**config.mk**
```make
export PLATFORM = sky130hd
export DESIGN_NAME = load_align_stage
export DESIGN_NICKNAME = d
export VERILOG_FILES = /design/src/hdl/dcache_pkg.sv /design/src/hdl/load_align_stage.sv
export SDC_FILE = /design/constraint.sdc
export NUM_CORES = 1
export LEC_CHECK = 0
export BUFFER_PORTS_ARGS = -buffer_cell sky130_fd_sc_hd__buf_2
export CORE_MARGIN = 2
export CORE_UTILIZATION = 49
export DETAILED_ROUTE_END_ITERATION = 10
export PLACE_DENSITY = 0.81
export SYNTH_ARGS = -nofsm -noshare
export SYNTH_HDL_FRONTEND = slang
export SYNTH_SLANG_ARGS = --single-unit
export TNS_END_PERCENT = 5
```
**constraint.sdc**
```tcl
create_clock -name clk -period 0.8 [get_ports clk]
set_input_delay 0.08 -clock clk [delete_from_list [all_inputs] [get_ports clk]]
set_output_delay 0.08 -clock clk [all_outputs]
set_load 0.005 [all_outputs]
```
**src/hdl/dcache_pkg.sv**
```systemverilog
`default_nettype none

package dcache_pkg;

    // address split: tag | index | offset
    localparam int ADDR_W      = 17;    // 128 KiB byte space
    localparam int LINE_BYTES  = 8;
    localparam int OFFSET_W    = 3;
    localparam int SETS        = 256;
    localparam int INDEX_W     = 8;
    localparam int TAG_W       = ADDR_W - 11;
    localparam int LINE_W      = 64;
    localparam int LINE_ADDR_W = 14;    // tag + index

    localparam int XLEN = 32;

    // backing memory, strobe to ack
    localparam int MEM_LATENCY = 4;
    localparam int MEM_CNT_W   = $clog2(MEM_LATENCY + 1);

    // funct3 access modes
    localparam logic [2:0] MODE_B  = 3'b000;
    localparam logic [2:0] MODE_H  = 3'b001;
    localparam logic [2:0] MODE_W  = 3'b010;
    localparam logic [2:0] MODE_BU = 3'b100;
    localparam logic [2:0] MODE_HU = 3'b101;

endpackage

`default_nettype wire

```
**src/hdl/load_align_stage.sv**
```systemverilog
`default_nettype none

module load_align_stage (
    input  logic                            clk,
    input  logic                            rst,
    input  logic                            s2_valid,
    input  logic                            s2_we,
    input  logic [2:0]                      s2_mode,
    input  logic [dcache_pkg::OFFSET_W-1:0] s2_offset,
    input  logic [dcache_pkg::LINE_W-1:0]   s2_line,
    output logic [dcache_pkg::XLEN-1:0]     rdata,
    output logic                            rdata_valid,
    output logic                            done
);
    import dcache_pkg::*;

    logic [LINE_W-1:0] shifted;
    logic [XLEN-1:0]   ext_data;

    // addressed byte lands in bit 0
    assign shifted = s2_line >> {s2_offset, 3'b000};

    always_comb begin
        case (s2_mode)
            MODE_B:  ext_data = {{(XLEN-8){shifted[7]}}, shifted[7:0]};
            MODE_H:  ext_data = {{(XLEN-16){shifted[15]}}, shifted[15:0]};
            MODE_BU: ext_data = {{(XLEN-8){1'b0}}, shifted[7:0]};
            MODE_HU: ext_data = {{(XLEN-16){1'b0}}, shifted[15:0]};
            default: ext_data = shifted[XLEN-1:0];
        endcase
    end

    always_ff @(posedge clk or posedge rst) begin
        if (rst) begin
            rdata_valid <= 1'b0;
            done        <= 1'b0;
        end else begin
            rdata_valid <= s2_valid && !s2_we;
            done        <= s2_valid;     // every request, load or store
        end
    end

    always_ff @(posedge clk) begin
        if (s2_valid && !s2_we) begin
            rdata <= ext_data;
        end
    end

    a_valid_has_done: assert property (
        @(posedge clk) disable iff (rst)
        rdata_valid |-> done
    );

endmodule

`default_nettype wire

```
==> Yosys cells after proc, flatten, opt, wreduce, memory -nomap -nowiden <==
Index checks and enable logic that the tools add are counted.
{ "word_totals": {"ff_bits": 34, "latchBits": 0, "mem_bits_rw": 0, "rom_bits": 0, "out_inout_bits": 34, "word_cells": 11, "memories": 0} }
{ "classes": {"n_addsub": 0, "n_mul": 0, "div_mod_pow": 0, "order_cmp": 0, "n_eq_ne": 3, "shifts": 1, "n_mux": 1, "n_bitwise": 0, "reduce_logical": 3} }
{ "op_table": {"columns": ["cell", "count"], "rows": [
  ["$pmux 32 s4", 1],
  ["$shr 64x6->32", 1],
  ["$eq 3x3->1 const B", 2],
  ["$eq 3x1->1 const B", 1],
  ["$logic_not 3->1", 1],
  ["$logic_and 1x1->1", 1],
  ["$logic_not 1->1", 1]
]} }

==> Depth between registers and ports, before layout <==
{ "logic_depth": {"ltp_word": 2, "mapped_depth": 8} }

==> Least setup slack after synthesis <==
OpenSTA, ideal clock, no wires.
{ "synth_path": {"path_type": "in2reg", "start": "input port s2_we", "end": "register rdata[0] (netlist name) (enable)", "arrival_time_ns": 1.558, "t_required_ns": 0.373, "path_slack_ns": -1.185, "stages": 1, "path_buffers": 0, "path_cell_list": "nor2b_1"} }
{ "synth_between": {"elab_chain_len": 2} }
{ "synth_lines": {"columns": ["element", "line_no", "rtl"], "rows": [
  ["start, declared", "load_align_stage.sv:7", "input logic s2_we,"],
  ["$logic_not 1->1", "load_align_stage.sv:44", "if (s2_valid && !s2_we) begin"],
  ["$logic_and 1x1->1", "load_align_stage.sv:44", null],
  ["end signal, assigned", "load_align_stage.sv:45", "rdata <= ext_data;"],
  ["end, declared", "load_align_stage.sv:11", "output logic [dcache_pkg::XLEN-1:0] rdata,"]
]} }
Every way passes these cells.
A chain may end at the register's enable or synchronous reset.

==> Final worst setup path <==
{ "layout_path": {"start": "input port s2_offset[0] (netlist name)", "end": "register rdata[12] (netlist name), data pin"} }
{ "layout_between": {"elab_chain_len": 2} }
{ "layout_lines": {"columns": ["element", "line_no", "rtl"], "rows": [
  ["start, declared", "load_align_stage.sv:9", "input logic [dcache_pkg::OFFSET_W-1:0] s2_offset,"],
  ["$shr 64x6->32", "load_align_stage.sv:21", "assign shifted = s2_line >> {s2_offset, 3'b000};"],
  ["$pmux 32 s4", "load_align_stage.sv:24", "case (s2_mode)"],
  ["net ext_data[12]", "load_align_stage.sv:18", "logic [XLEN-1:0] ext_data;"]
]} }
The timed path passes the listed nets, and every way through them passes these cells.

==> results.yml <==
cts:
  cts_tree: "yes"
  htreeDepth: 2
  clockBufferDepth: 2
  cts_made_buffers: 5
  root_buffer: "clkbuf_8"
  cts.clk_slew.worst_paths_ns: 0.07
  numClockSinks: 34
routing:
  route.detailed.drc: 0
  vias: 2513
  drtIter0Drc: 243
  ant_nets: 0
  first_pass_iters: 4
  via_per_inst: 5.998
  wl_mm: 8.166
  wl_per_cell_um: 19.49
floorplanning:
  die_h_um: 77.23
  num_io_pins: 108
  rows: 26
  initial_core_util: 0.5112
  die_area_um2: 5964
  core_area_um2: 5140
  fp.dieW_um: 77.23
synth:
  synth_top_area_share: 0.3657
  synth_warnings: 0
  synth-simple-area-share: 0.05190
  synthMuxAreaShare: 0.3343
  ys_seq_area_frac: 0.3848
  synth_nets: 279
  synth.distinct_cells: 29
  ys_ff_latch: 34
  syn_inst: 205
  netlist_area_um2: 2628
  synth_adder_area_share: 0
  postSynthAreaPerCell_um2: 12.82
  synth_xor_area_frac: 0
  synth_largest_area_cell: "edfxtp_1"
  yosys-top-cells-area: "edfxtp_1 (37%), mux4_2 (20%), mux2i_1 (10%), a21o_1 (4.6%), mux2_2 (3.4%)"
  synth_compound_area_frac: 0.1667
  synth_top_family_by_area: "multiplexers"
setup_path:
  start_kind: "primary input"
  worst_ep_required_time_ns: 0.94
  critPathKind: "in -> reg"
  cp-end-kind: "register"
  cp.arrival_ns: 1.35
  worstPathMaxFanout: 8
  cp-startpoint: "s2_offset[0]"
layout:
  antenna_cells: 0
  area_growth_pct: 49.10
  seqCellArea_um2: 1011
  final_common_cell: "buf_2"
  final_area_um2: 3918
  multiInputGateArea_um2: 1540
  fillers: 326
  layout_common_cells: "buf_2 (105), buf_4 (33), edfxtp_1 (32)"
  nNetsFinal: 422
  drive_gt1_frac: 0.5960
sta:
  final_max_slew_viol_count: 0
  hold_viol_final: 0
  fin_crit_sh: 1.523
  tns_ns: -14.13
  timing.fmax_mhz: 820.9
  layout_setup_ws_ns: -0.4182
  min_period_ns: 1.218
  relSlewSlack: 0.6172
  worst_hold_slack_ns: 0.1504
  rsz0062_at_grt: "yes"
  setup_violations: 66
  tightest_slew_ns: 0.5712
worst_hold_path:
  hold_path_class: "in -> reg"
  worstHoldStart: "s2_we"
place:
  gp_congestion: 0.8586
  pre_cts_slack_ns: -0.9911
  io_buffer_count: 107
  place_area_um2: 3467
  hpwlAfterDp_mm: 5.493
run_status:
  violations: "setup timing"
  status: "finished, violations left"
flow_run:
  drv_cap: 0
grt:
  grt_usage: 0.2837
  grt_max_degree: 25
  grt_pass1_wl_mm: 13.04
  antenna_found_initial: 0
  grt_overflow: 0
  grt_pass1_vias: 2581
pwr:
  p_leak_nw: 1.815
  vdd_ir_drop_max_mv: 0.8485
  power_density_nw_per_um2: 1425
final timing paths:
| check | to | slack [ns] | cells past startpoint |
|---|---|---|---|
| worst max-delay path | rdata[12] | -0.42 | 6 |
| worst min-delay path | rdata_valid | 0.15 | 3 |
| max in group asynchronous | rdata_valid | 0.52 | 3 |
| min in group asynchronous | done | 0.17 | 3 |
cell families after synthesis:
logic type,after synthesis
AO/OA/AOI/OAI,56
AND/OR/NAND/NOR,27
buffers and inverters,30
multiplexers,58
flip-flops,34
per-stage QoR:
step,total power (W),utilization,cells
2_1_floorplan,0.003096,-,205
3_3_place_gp,0.003708,0.6745,400
3_5_place_dp,0.003747,0.6745,400
4_1_cts,0.005540,0.7585,419
5_1_grt,0.005802,0.7622,419
6_report,0.005582,0.7622,419
routing by layer:
metal  part of all wire  track usage  wire, µm  vias to the layer above
li1                   -            -         -                     1120
met1               0.39       0.3588      3148                     1225
met2               0.51       0.4722      4170                      155
met3              0.087      0.06471       710                       13
met4              0.017       0.1125       136                        0
met5                  0            0         0                        -
area by class of cell:
| type | count | area share |
|---|---|---|
| Clock buffer | 7 | 0.01948 |
| Clock inverter | 1 | 0.007665 |
| Timing Repair Buffer | 156 | 0.2890 |
| Multi-Input combinational cell | 141 | 0.3932 |
| Tap cell | 70 | 0.02236 |
| Sequential cell | 34 | 0.2581 |
| Inverter | 10 | 0.01022 |
power by group:
| group | switching [W] | leakage [nW] | internal, W |
|---|---|---|---|
| Clock | 0.000650 | 0.0524 | 0.000932 |
| Combinational | 0.000783 | 1.45 | 0.00103 |
| Sequential | 0.0000436 | 0.312 | 0.00214 |
| Total | 0.00148 | 1.81 | 0.00410 |
state kept, by name, summed over array words and instances, names as in the netlist:
signal and flops:
rdata 32, done 1, rdata_valid 1
synth_stat cells:
library cell and count:
o22ai_4 1, a32o_1 8, mux2i_1 27, buf_6 2, nand2_1 11, edfxtp_1 32
o21ai_0 9, buf_1 3, o2bb2ai_1 6, inv_2 1, buf_12 1, buf_2 4
or2b_1 1, or3_1 1, inv_1 9, a21o_1 16, nor2b_1 9, buf_4 4
o22ai_1 8, nor2_1 2, dfrtp_1 2, or2_0 1, mux4_2 23, a211o_1 7
clkbuf_1 6, mux2_2 8, nor3_1 1, nand2b_1 1, o221ai_1 1
what timing repair did:
item                                    4_1_cts  5_1_grt
hold endpoints to repair                      3        0
setup buffers                                 4        0
endpoints found under the setup margin       66       66
pin swaps                                     2        1
resized for setup                            45        4
hold buffers                                  2        0
gates cloned                                  5        0
critical path, cell delays in order:
cell,delay [ns]
buf_12,0.11
mux2i_2,0.14
mux4_2,0.53
or2_1,0.25
buf_6,0.15
o21ai_2,0.07
Note: power is estimated with default switching activity, not from simulation.
