<file path="config.mk">
export PLATFORM = sky130hd
export DESIGN_NAME = mem_req_stage
export DESIGN_NICKNAME = d
export VERILOG_FILES = /design/src/hdl/dcache_pkg.sv /design/src/hdl/mem_req_stage.sv
export SDC_FILE = /design/constraint.sdc
export NUM_CORES = 1
export LEC_CHECK = 0
export ABC_AREA = 1
export BUFFER_PORTS_ARGS = -buffer_cell sky130_fd_sc_hd__clkbuf_2
export CAP_MARGIN = 15
export CORE_UTILIZATION = 49
export CTS_BUF_LIST = sky130_fd_sc_hd__clkbuf_8
export CTS_CLUSTER_DIAMETER = 150
export DETAILED_ROUTE_END_ITERATION = 12
export PLACE_DENSITY = 0.84
export SETUP_SLACK_MARGIN = 0.3
export SKIP_LAST_GASP = 1
export SYNTH_ARGS = -nofsm -noshare
export SYNTH_HDL_FRONTEND = slang
export SYNTH_SLANG_ARGS = --single-unit
export TNS_END_PERCENT = 5
</file>
<file path="constraint.sdc">
create_clock -name clk -period 1.45 [get_ports clk]
set_input_delay 0.0725 -clock clk [delete_from_list [all_inputs] [get_ports clk]]
set_output_delay 0.0725 -clock clk [all_outputs]
set_load 0.02 [all_outputs]
</file>
<file path="src/hdl/dcache_pkg.sv">
`default_nettype none

package dcache_pkg;

    // address split: tag | index | offset
    localparam int ADDR_W      = 17;    // 128 KiB byte space
    localparam int LINE_BYTES  = 8;
    localparam int OFFSET_W    = 3;
    localparam int SETS        = 256;
    localparam int INDEX_W     = 8;
    localparam int TAG_W       = ADDR_W - 11;
    localparam int LINE_W      = 64;
    localparam int LINE_ADDR_W = 14;    // tag + index

    localparam int XLEN = 32;

    // backing memory, strobe to ack
    localparam int MEM_LATENCY = 4;
    localparam int MEM_CNT_W   = $clog2(MEM_LATENCY + 1);

    // funct3 access modes
    localparam logic [2:0] MODE_B  = 3'b000;
    localparam logic [2:0] MODE_H  = 3'b001;
    localparam logic [2:0] MODE_W  = 3'b010;
    localparam logic [2:0] MODE_BU = 3'b100;
    localparam logic [2:0] MODE_HU = 3'b101;

endpackage

`default_nettype wire

</file>
<file path="src/hdl/mem_req_stage.sv">
`default_nettype none

module mem_req_stage (
    input  logic                              clk,
    input  logic                              rst,
    input  logic                              req,
    input  logic                              we,
    input  logic [2:0]                        mode,
    input  logic [dcache_pkg::ADDR_W-1:0]     addr,
    input  logic [dcache_pkg::XLEN-1:0]       wdata,
    input  logic                              miss_stall,
    output logic                              s1_valid,
    output logic                              s1_we,
    output logic [2:0]                        s1_mode,
    output logic [dcache_pkg::ADDR_W-1:0]     s1_addr,
    output logic [dcache_pkg::LINE_W-1:0]     s1_wdata64,
    output logic [dcache_pkg::LINE_BYTES-1:0] s1_be
);
    import dcache_pkg::*;

    logic                  accept;
    logic [ADDR_W-1:0]     aligned_addr;
    logic [LINE_BYTES-1:0] be_base;
    logic [LINE_W-1:0]     lane_data;

    assign accept = req && !miss_stall;

    // misaligned addresses are forced to natural alignment
    always_comb begin
        aligned_addr = addr;
        case (mode)
            MODE_H, MODE_HU: begin
                aligned_addr[0] = 1'b0;
                be_base         = LINE_BYTES'(2'b11);
                lane_data       = {4{wdata[15:0]}};
            end
            MODE_W: begin
                aligned_addr[1:0] = 2'b00;
                be_base           = LINE_BYTES'(4'hf);
                lane_data         = {2{wdata}};
            end
            default: begin  // byte modes
                be_base   = LINE_BYTES'(1'b1);
                lane_data = {8{wdata[7:0]}};
            end
        endcase
    end

    always_ff @(posedge clk or posedge rst) begin
        if (rst) begin
            s1_valid <= 1'b0;
        end else if (!miss_stall) begin
            s1_valid <= req;
        end
    end

    always_ff @(posedge clk) begin
        if (accept) begin
            s1_we      <= we;
            s1_mode    <= mode;
            s1_addr    <= aligned_addr;
            s1_wdata64 <= lane_data;    // enables pick the lane
            s1_be      <= we ? (be_base << aligned_addr[OFFSET_W-1:0]) : '0;
        end
    end

    // stage frozen while the cache works on a miss
    a_hold_on_stall: assert property (
        @(posedge clk) disable iff (rst)
        miss_stall |=> $stable({s1_valid, s1_we, s1_mode, s1_addr, s1_wdata64, s1_be})
    );

endmodule

`default_nettype wire

</file>
After elaboration in Yosys (flattened, before gate mapping)
Cells that the tools add are included.
{ "word_totals": {"regBits": 94, "in_bits": 57, "out_inout_bits": 94, "word_cells": 18} }
{ "op_classes": {"eq_ne": 3, "shifts": 1, "n_mux": 4, "n_reduce_logical": 4} }
{ "op_table": {"columns": ["cell", "n"], "rows": [
  ["64-bit one-hot mux with 2 select lines", 1],
  ["4-bit one-hot mux with 2 select lines", 1],
  ["8-bit by 3-bit left shift with 8-bit output", 1],
  ["3-bit by 1-bit equality test with 1-bit output, second input constant", 1],
  ["3-bit by 2-bit equality test with 1-bit output, second input constant", 1],
  ["3-bit equality test, second input constant", 1],
  ["3-bit OR reduction", 1],
  ["1-bit 2-to-1 mux", 2],
  ["2-bit OR reduction", 1],
  ["1-bit logical AND", 1],
  ["1-bit logical NOT", 1]
]} }

Depth between registers and ports, before layout
Gate-level depths: netlist (run 1).
{ "logic_depth": {"ltp_word": 4, "ltp_mapped": 6, "ltp_nobuf": 5} }

Worst setup path before layout (run 1)
No wires, ideal clock.
{ "synth_timing": {"kind": "input to register", "start": "input port req", "end": "register s1_addr[0] (netlist name) (enable)", "arrival_ns": 2.688, "path_slack_ns": -1.720, "path_stages": 2, "path_buffers": 0, "cell_sequence": "inv_1 > nor2_1"} }
{ "synth_via": {"elab_chain_len": 1} }
{ "synth_rtl": {"columns": ["element", "line", "rtl"], "rows": [
  ["start, declared", "mem_req_stage.sv:6", "input logic req,"],
  ["1-bit logical AND", "mem_req_stage.sv:26", "assign accept = req && !miss_stall;"],
  ["net accept", "mem_req_stage.sv:21", "logic accept;"],
  ["end signal, assigned", "mem_req_stage.sv:61", "s1_addr <= aligned_addr;"],
  ["end, declared", "mem_req_stage.sv:15", "output logic [dcache_pkg::ADDR_W-1:0] s1_addr,"]
]} }
The timed path passes the listed nets, and every way through them passes these cells.
A chain may end at the register's enable or synchronous reset.

Worst setup path in the final report (run 1)
{ "layout_timing": {"start": "register s1_wdata64[56] (netlist name)", "end": "output port s1_wdata64[56] (netlist name)"} }
{ "layout_lines": {"columns": ["element", "line", "rtl"], "rows": [
  ["start, declared", "mem_req_stage.sv:16", "output logic [dcache_pkg::LINE_W-1:0] s1_wdata64,"],
  ["start signal, assigned", "mem_req_stage.sv:62", "s1_wdata64 <= lane_data;"]
]} }
No word-level cell between the ends.

==> qor.csv, run 1 <==
stage;metric;value;unit
detailed_routing;DR vias;2020;
sta;WHS;12.8;ps
detailed_routing;met2 WL;3220;microns
power_and_ir_drop;Seq pwr share;53.0;%
sta;TNS Setup;0;ps
worst_setup_path;RR Startpoint;s1_valid;
worst_setup_path;R2R depth;2;
detailed_routing;Residual DRC;0;
hold_path;hold depth;2;
grt;first-pass GRT wire length;8450;microns
worst_setup_path;CP Capture Type;output pin;
final_layout;register area;1860;sq um
synthesis;largest family of logic cells by synthesized area;simple AND/OR/NAND/NOR gates;
clock_tree;clk slew on worst S/H paths;60;ps
clock_tree;root buf cell;clkbuf_8;
place;routability cong.;0.795;
worst_setup_path;Worst EP arrival;900;ps
grt;GRT Overall Usage;21.1;%
synthesis;Synth Area in Simple Gates;16.5;%
hold_path;Hold WC Path Type;in2reg;
outcome;status;complete, no violations;
synthesis;Unique masters post-synth;15;
floorplan;Die H;75.1;microns
sta;fin. max-slew vios;0;
worst_setup_path;RR Endpoint;s1_valid;
clock_tree;Post-CTS Hold Buffers;28;
final_layout;nets;422;
power_and_ir_drop;combinational power share;18.5;%
clock_tree;Clock Sinks;62;
worst_setup_path;slowest CP cell;edfxtp_1;
worst_setup_path;crit-path cells;clkbuf_2;
clock_tree;Clock Latency Late Sink;310;ps
sta;Least-Margin Pin Slew;295;ps
sta;Slew Limit Headroom;80.3;%
power_and_ir_drop;Net Sw Frac;27.2;%
place;post-DP HPWL;4140;microns
synthesis;Mapped Cells;206;
floorplan;core area;5140;sq um
power_and_ir_drop;Max VDD drop;0.513;mV
detailed_routing;drt wl/cell;13.3;microns
synthesis;syn nets;263;
sta;RSZ-0062 raised after global routing;no;
worst_setup_path;worst-path fanout max;2;
grt;grt ovf;0;
power_and_ir_drop;Internal Pwr Total;2.99;mW
detailed_routing;Detailed Route WL;5830;microns
worst_setup_path;CP peak stage delay;400;ps
power_and_ir_drop;clock share of power;28.5;%
synthesis;Ys Warns;0;
detailed_routing;Vias/cell;4.59;
worst_setup_path;Stages on worst setup path;1;
floorplan;I/O pins;151;
final_layout;antenna cells;0;
final_layout;area of the multi-input gates;445;sq um
final_layout;Final Non-Filler Cells;440;
place;Post-DP Area;3270;sq um
clock_tree;clk buf depth;2;
clock_tree;TritonCTS clock tree;done;
grt;largest net degree at the start of global routing;29;
detailed_routing;Met3 Wirelength;388;microns
synthesis;mux contribution to synthesized area;0;%
floorplan;site row count;26;
sta;Final setup viols;0;
hold_path;hold endpoint;s1_valid;
detailed_routing;number of detailed-route iterations in the first pass;4;
synthesis;complex-gate fraction of the synthesized area;0.191;%
synthesis;syn avg cell area;12.7;sq um
clock_tree;CTS Buf Count;9;
clock_tree;# Post-CTS Setup Buffers;0;
sta;final worst path period share;67.3;%
synthesis;Post-Synth Adder-Cell Area;0;%
detailed_routing;Max Used Layer;met4;
floorplan;Die Footprint;5640;sq um
sta;Final Hold Violating Endpoints;0;
clock_tree;# H-tree levels;3;
synthesis;Cell Area, Synth;2620;sq um
final_layout;Area Overhead vs Synth;41.4;%
worst_setup_path;Worst EP required;1380;ps
hold_path;hold path startpoint;miss_stall;
worst_setup_path;worst setup path class;reg2out;
worst_setup_path;launching element type of the critical path;flip-flop;
synthesis;number of synthesized register bits;62;
grt;initial antenna violation count;0;
worst_setup_path;R2R setup slack;830;ps
final_layout;post-route cell area;3700;sq um
worst_setup_path;Crit path max-delay family;flip-flops;
place;number of port buffers;150;
synthesis;sequential area share after synthesis;70.9;%
clock_tree;Resized cells post-CTS;0;
flow_run;maxcap violations;0;
power_and_ir_drop;power per cell area;1110;nW/um^2
final_layout;Filler cells;377;
power_and_ir_drop;standby leakage power;1.77;nW
grt;vias in the first global route;1811;
sta;clock skew;0;ps
detailed_routing;Iteration-0 DRC Markers;81;
sta;Max Fclk;1020;MHz
power_and_ir_drop;NetSw;1.11;mW
sta;fin crit period;977;ps
final_layout;layout cells sized above 1;48.4;%
worst_setup_path;CP bufs+invs;1;
floorplan;Die W;75.1;microns
place;placed instance count;396;
detailed_routing;met1 WL;2120;microns
detailed_routing;post-route ant nets;0;
floorplan;Starting Density;50.9;%
synthesis;Post-Synth XOR/XNOR Area;0;%
## worst max path at each step
| stage | start | endpoint | slack (ps) |
|---|---|---|---|
| after floorplan | req | s1_addr[0] | 40 |
| after global placement | mode[0] | s1_wdata64[57] | 310 |
| after detailed placement | mode[2] | s1_wdata64[56] | 290 |
| after CTS | s1_wdata64[56] | s1_wdata64[56] | 450 |
| after global routing | s1_wdata64[50] | s1_wdata64[18] | 430 |
| final | s1_wdata64[56] | s1_wdata64[56] | 470 |
## power by group through the flow
stage | registers (mW) | clock network, mW | logic [mW]
final | 2.17 | 1.17 | 0.760
after global routing | 2.19 | 1.27 | 0.822
after CTS | 2.17 | 1.21 | 0.762
after detailed placement | 2.21 | 0 | 0.702
after global placement | 2.20 | 0 | 0.689
after floorplan | 2.37 | 0 | 0.318
## state kept, by name, indices dropped and copies added, names as in the netlist
signal,cells
s1_wdata64,32
s1_addr,17
s1_be,8
s1_mode,3
s1_valid,1
s1_we,1
## layer usage
metal / vias up / track usage [%]
met1: 934 / 23.0
li1: 976 / -
met2: 98 / 38.7
met5: - / 0
met3: 12 / 4.55
met4: 0 / 10.3
## placed cells by master, fill, tap and decap left out, drive strengths merged
cell	instances
buf	6
clkbuf	159
clkinv	3
dfrtp	1
dlygate4sd3	28
edfxtp	61
inv	16
nand2	67
nand3	19
nor2	9
o21ai	1
## cells in the mapped netlist
cell	instances	share of area [%]
nand2_4	2	0.86
nand2_1	62	8.9
edfxtp_1	61	70
nand2_2	3	0.72
nand3_1	16	3.1
dfrtp_1	1	0.96
buf_2	1	0.19
nand3_2	1	0.38
inv_1	11	1.6
buf_4	32	9.2
o21ai_0	1	0.19
inv_2	1	0.14
buf_6	3	1.3
nor2_1	9	1.3
nand3_4	2	1.3
## worst register-to-register path, cell delays in order (launching register included)
cell	delay (ps)
dfrtp_1	380
nand2_1	50
o21ai_0	70
## metrics by stage
step / setup slack (ps) / utilization [%] / power [mW]
CTS: 446 / 72.0 / 4.15
detailed placement: 289 / 63.6 / 2.91
floorplan: 43.0 / - / 2.68
finish: 473 / 72.0 / 4.10
global placement: 308 / 63.6 / 2.89
global route: 428 / 72.0 / 4.28
## layout make-up
cell class	instances	share of cell area, %
multi-input combinational	96	12.0
clock buffer	9	3.35
clock inverter	7	0.811
sequential	62	50.2
inverter	12	1.55
timing repair buffer	184	29.7
tap	70	2.37
## cell families (layout without fill, tap and decap cells)
family / Yosys count / after routing
buffers and inverters: 48 / 212
AND/OR/NAND/NOR: 95 / 95
AO/OA/AOI/OAI: 1 / 1
flip-flops: 62 / 62
(Power assumes the default switching activity.)
==> inputs of run 2 (changes only) <==
--- a/config.mk
+++ b/config.mk
@@ -8,11 +8,11 @@
 export ABC_AREA = 1
 export BUFFER_PORTS_ARGS = -buffer_cell sky130_fd_sc_hd__clkbuf_2
 export CAP_MARGIN = 15
-export CORE_UTILIZATION = 49
+export CORE_UTILIZATION = 45
 export CTS_BUF_LIST = sky130_fd_sc_hd__clkbuf_8
 export CTS_CLUSTER_DIAMETER = 150
 export DETAILED_ROUTE_END_ITERATION = 12
-export PLACE_DENSITY = 0.84
+export PLACE_DENSITY = 0.78
 export SETUP_SLACK_MARGIN = 0.3
 export SKIP_LAST_GASP = 1
 export SYNTH_ARGS = -nofsm -noshare
==> constraint.sdc (replaced) <==
create_clock -name clk -period 0.98 [get_ports clk]
set_input_delay 0.049 -clock clk [delete_from_list [all_inputs] [get_ports clk]]
set_output_delay 0.049 -clock clk [all_outputs]
set_load 0.02 [all_outputs]
==> qor.csv, run 2 (synthesized netlist as in run 1, its figures left out) <==
stage;metric;value;unit
detailed_routing;number of detailed-route iterations in the first pass;4;
grt;GRT Overall Usage;19.4;%
sta;WHS;-4.34;ps
worst_setup_path;Crit path max-delay family;flip-flops;
floorplan;Die Footprint;6130;sq um
detailed_routing;Detailed Route WL;5850;microns
detailed_routing;Residual DRC;0;
detailed_routing;Iteration-0 DRC Markers;81;
sta;clock skew;0;ps
detailed_routing;DR vias;2013;
worst_setup_path;RR Startpoint;s1_valid;
worst_setup_path;launching element type of the critical path;flip-flop;
floorplan;Die H;78.3;microns
grt;first-pass GRT wire length;8740;microns
grt;largest net degree at the start of global routing;45;
final_layout;Filler cells;435;
worst_setup_path;critical path startpoint;s1_wdata64[56];
final_layout;fin util;67.3;%
floorplan;I/O pins;151;
clock_tree;# H-tree levels;3;
worst_setup_path;slowest CP cell;edfxtp_1;
floorplan;Starting Density;47.0;%
floorplan;core area;5570;sq um
grt;grt ovf;0;
final_layout;largest register by flop count;s1_wdata64;
worst_setup_path;CP Capture Type;output pin;
hold_path;Hold WC Path Type;in2reg;
place;number of port buffers;150;
sta;fin crit period;959;ps
place;post-DP HPWL;4170;microns
worst_setup_path;Worst EP arrival;910;ps
sta;fin. max-slew vios;0;
detailed_routing;Vias/cell;4.53;
clock_tree;root buf cell;clkbuf_8;
final_layout;commonest cells after routing, fill and taps aside;142 x clkbuf_2, 62 x nand2_1, 61 x edfxtp_1, 30 x dlygate4sd3_1, 16 x nand3_1;
worst_setup_path;CP bufs+invs;1;
clock_tree;clk slew on worst S/H paths;70;ps
detailed_routing;met1 WL;2150;microns
worst_setup_path;crit-path cells;buf_2;
flow_run;maxcap violations;0;
floorplan;site row count;27;
clock_tree;TritonCTS clock tree;done;
grt;initial antenna violation count;0;
clock_tree;CTS Buf Count;9;
place;routability cong.;0.791;
clock_tree;clk buf depth;2;
clock_tree;Clock Latency Late Sink;320;ps
power_and_ir_drop;power per cell area;1700;nW/um^2
place;placed instance count;398;
sta;TNS Setup;0;ps
outcome;failing checks;hold timing;
clock_tree;# Post-CTS Setup Buffers;0;
sta;Final Hold Violating Endpoints;2;
final_layout;antenna cells;0;
sta;Max Fclk;1040;MHz
worst_setup_path;Worst EP required;930;ps
final_layout;layout cells sized above 1;48.4;%
worst_setup_path;worst setup path class;reg2out;
detailed_routing;Max Used Layer;met4;
clock_tree;Post-CTS Hold Buffers;30;
power_and_ir_drop;standby leakage power;1.78;nW
sta;final worst path period share;97.9;%
grt;vias in the first global route;1861;
sta;RSZ-0062 raised after global routing;yes;
detailed_routing;post-route ant nets;0;
worst_setup_path;CP peak stage delay;410;ps
sta;Slew Limit Headroom;76.0;%
sta;Least-Margin Pin Slew;359;ps
final_layout;commonest non-fill, non-tap cell in the layout;clkbuf_2;
detailed_routing;met2 WL;3230;microns
detailed_routing;Met3 Wirelength;377;microns
final_layout;number of flip-flops in the largest register;32;
power_and_ir_drop;Max VDD drop;0.816;mV
final_layout;largest registers;s1_wdata64 x32, s1_addr x17, s1_be x8;
detailed_routing;drt wl/cell;13.2;microns
hold_path;hold path startpoint;wdata[18];
clock_tree;Clock Sinks;62;
final_layout;nets;424;
outcome;status;complete, but fails checks;
floorplan;Die W;78.3;microns
sta;Final setup viols;0;
final_layout;Final Non-Filler Cells;444;
final_layout;Area Overhead vs Synth;43.3;%
worst_setup_path;worst-path fanout max;2;
run 2: cell types whose count changed in the layout (fill, tap and decap cells not counted), sizes merged:
cell	delta
buf	+8
dlygate4sd3	+2
clkinv	+2
clkbuf	-8
bufinv	+1
inv	-3
run 2: cell type report:
cell class | count | area (sq um) | share of cell area (%)
Timing Repair Buffer | 186 | 1120 | 29.9
Inverter | 12 | 57.6 | 1.53
Clock buffer | 9 | 124 | 3.30
Clock inverter | 7 | 56.3 | 1.50
Tap cell | 72 | 90.1 | 2.40
Sequential cell | 62 | 1860 | 49.5
Multi-Input combinational cell | 96 | 445 | 11.9
run 2: worst paths after layout:
path / to / slack, ps / cells past startpoint
worst max-delay path: s1_wdata64[24] / 20 / 1
worst min-delay path: s1_wdata64[50] / -4 / 3
worst max register to register: s1_valid / 370 / 2
worst min register to register: s1_valid / 480 / 2
max in group asynchronous: s1_valid / 790 / 3
min in group asynchronous: s1_valid / 100 / 3
run 2: layer usage:
layer / global-route usage (%) / up-vias
met3: 3.95 / 9
li1: - / 985
met2: 34.9 / 100
met4: 10.0 / 0
met5: 0 / -
met1: 21.6 / 919
run 2: repair_timing:
item | 4_1_cts | 5_1_grt
resized for setup | 0 | 9
hold endpoints to repair | 38 | 4
endpoints found under the setup margin | 97 | 179
run 2: stage by stage:
stage                     instance area (sq um)  total power, mW  setup slack, ps  hold slack (ps)
after global placement                     3270             4.29            -22.9             -135
after detailed placement                   3270             4.31            -58.7             -132
final                                      3750             6.36             20.6            -4.34
after floorplan                            2640             3.97             -403             -222
after CTS                                  3750             6.43            -1.05            -24.4
after global routing                       3750             6.63            -16.7            -19.5
run 2: where the power goes:
| group | switching, mW | total, mW | internal (mW) |
|---|---|---|---|
| sequential | 0.0765 | 3.21 | 3.14 |
| combinational | 0.706 | 1.13 | 0.425 |
| clock | 0.885 | 2.02 | 1.13 |
| total | 1.67 | 6.36 | 4.70 |
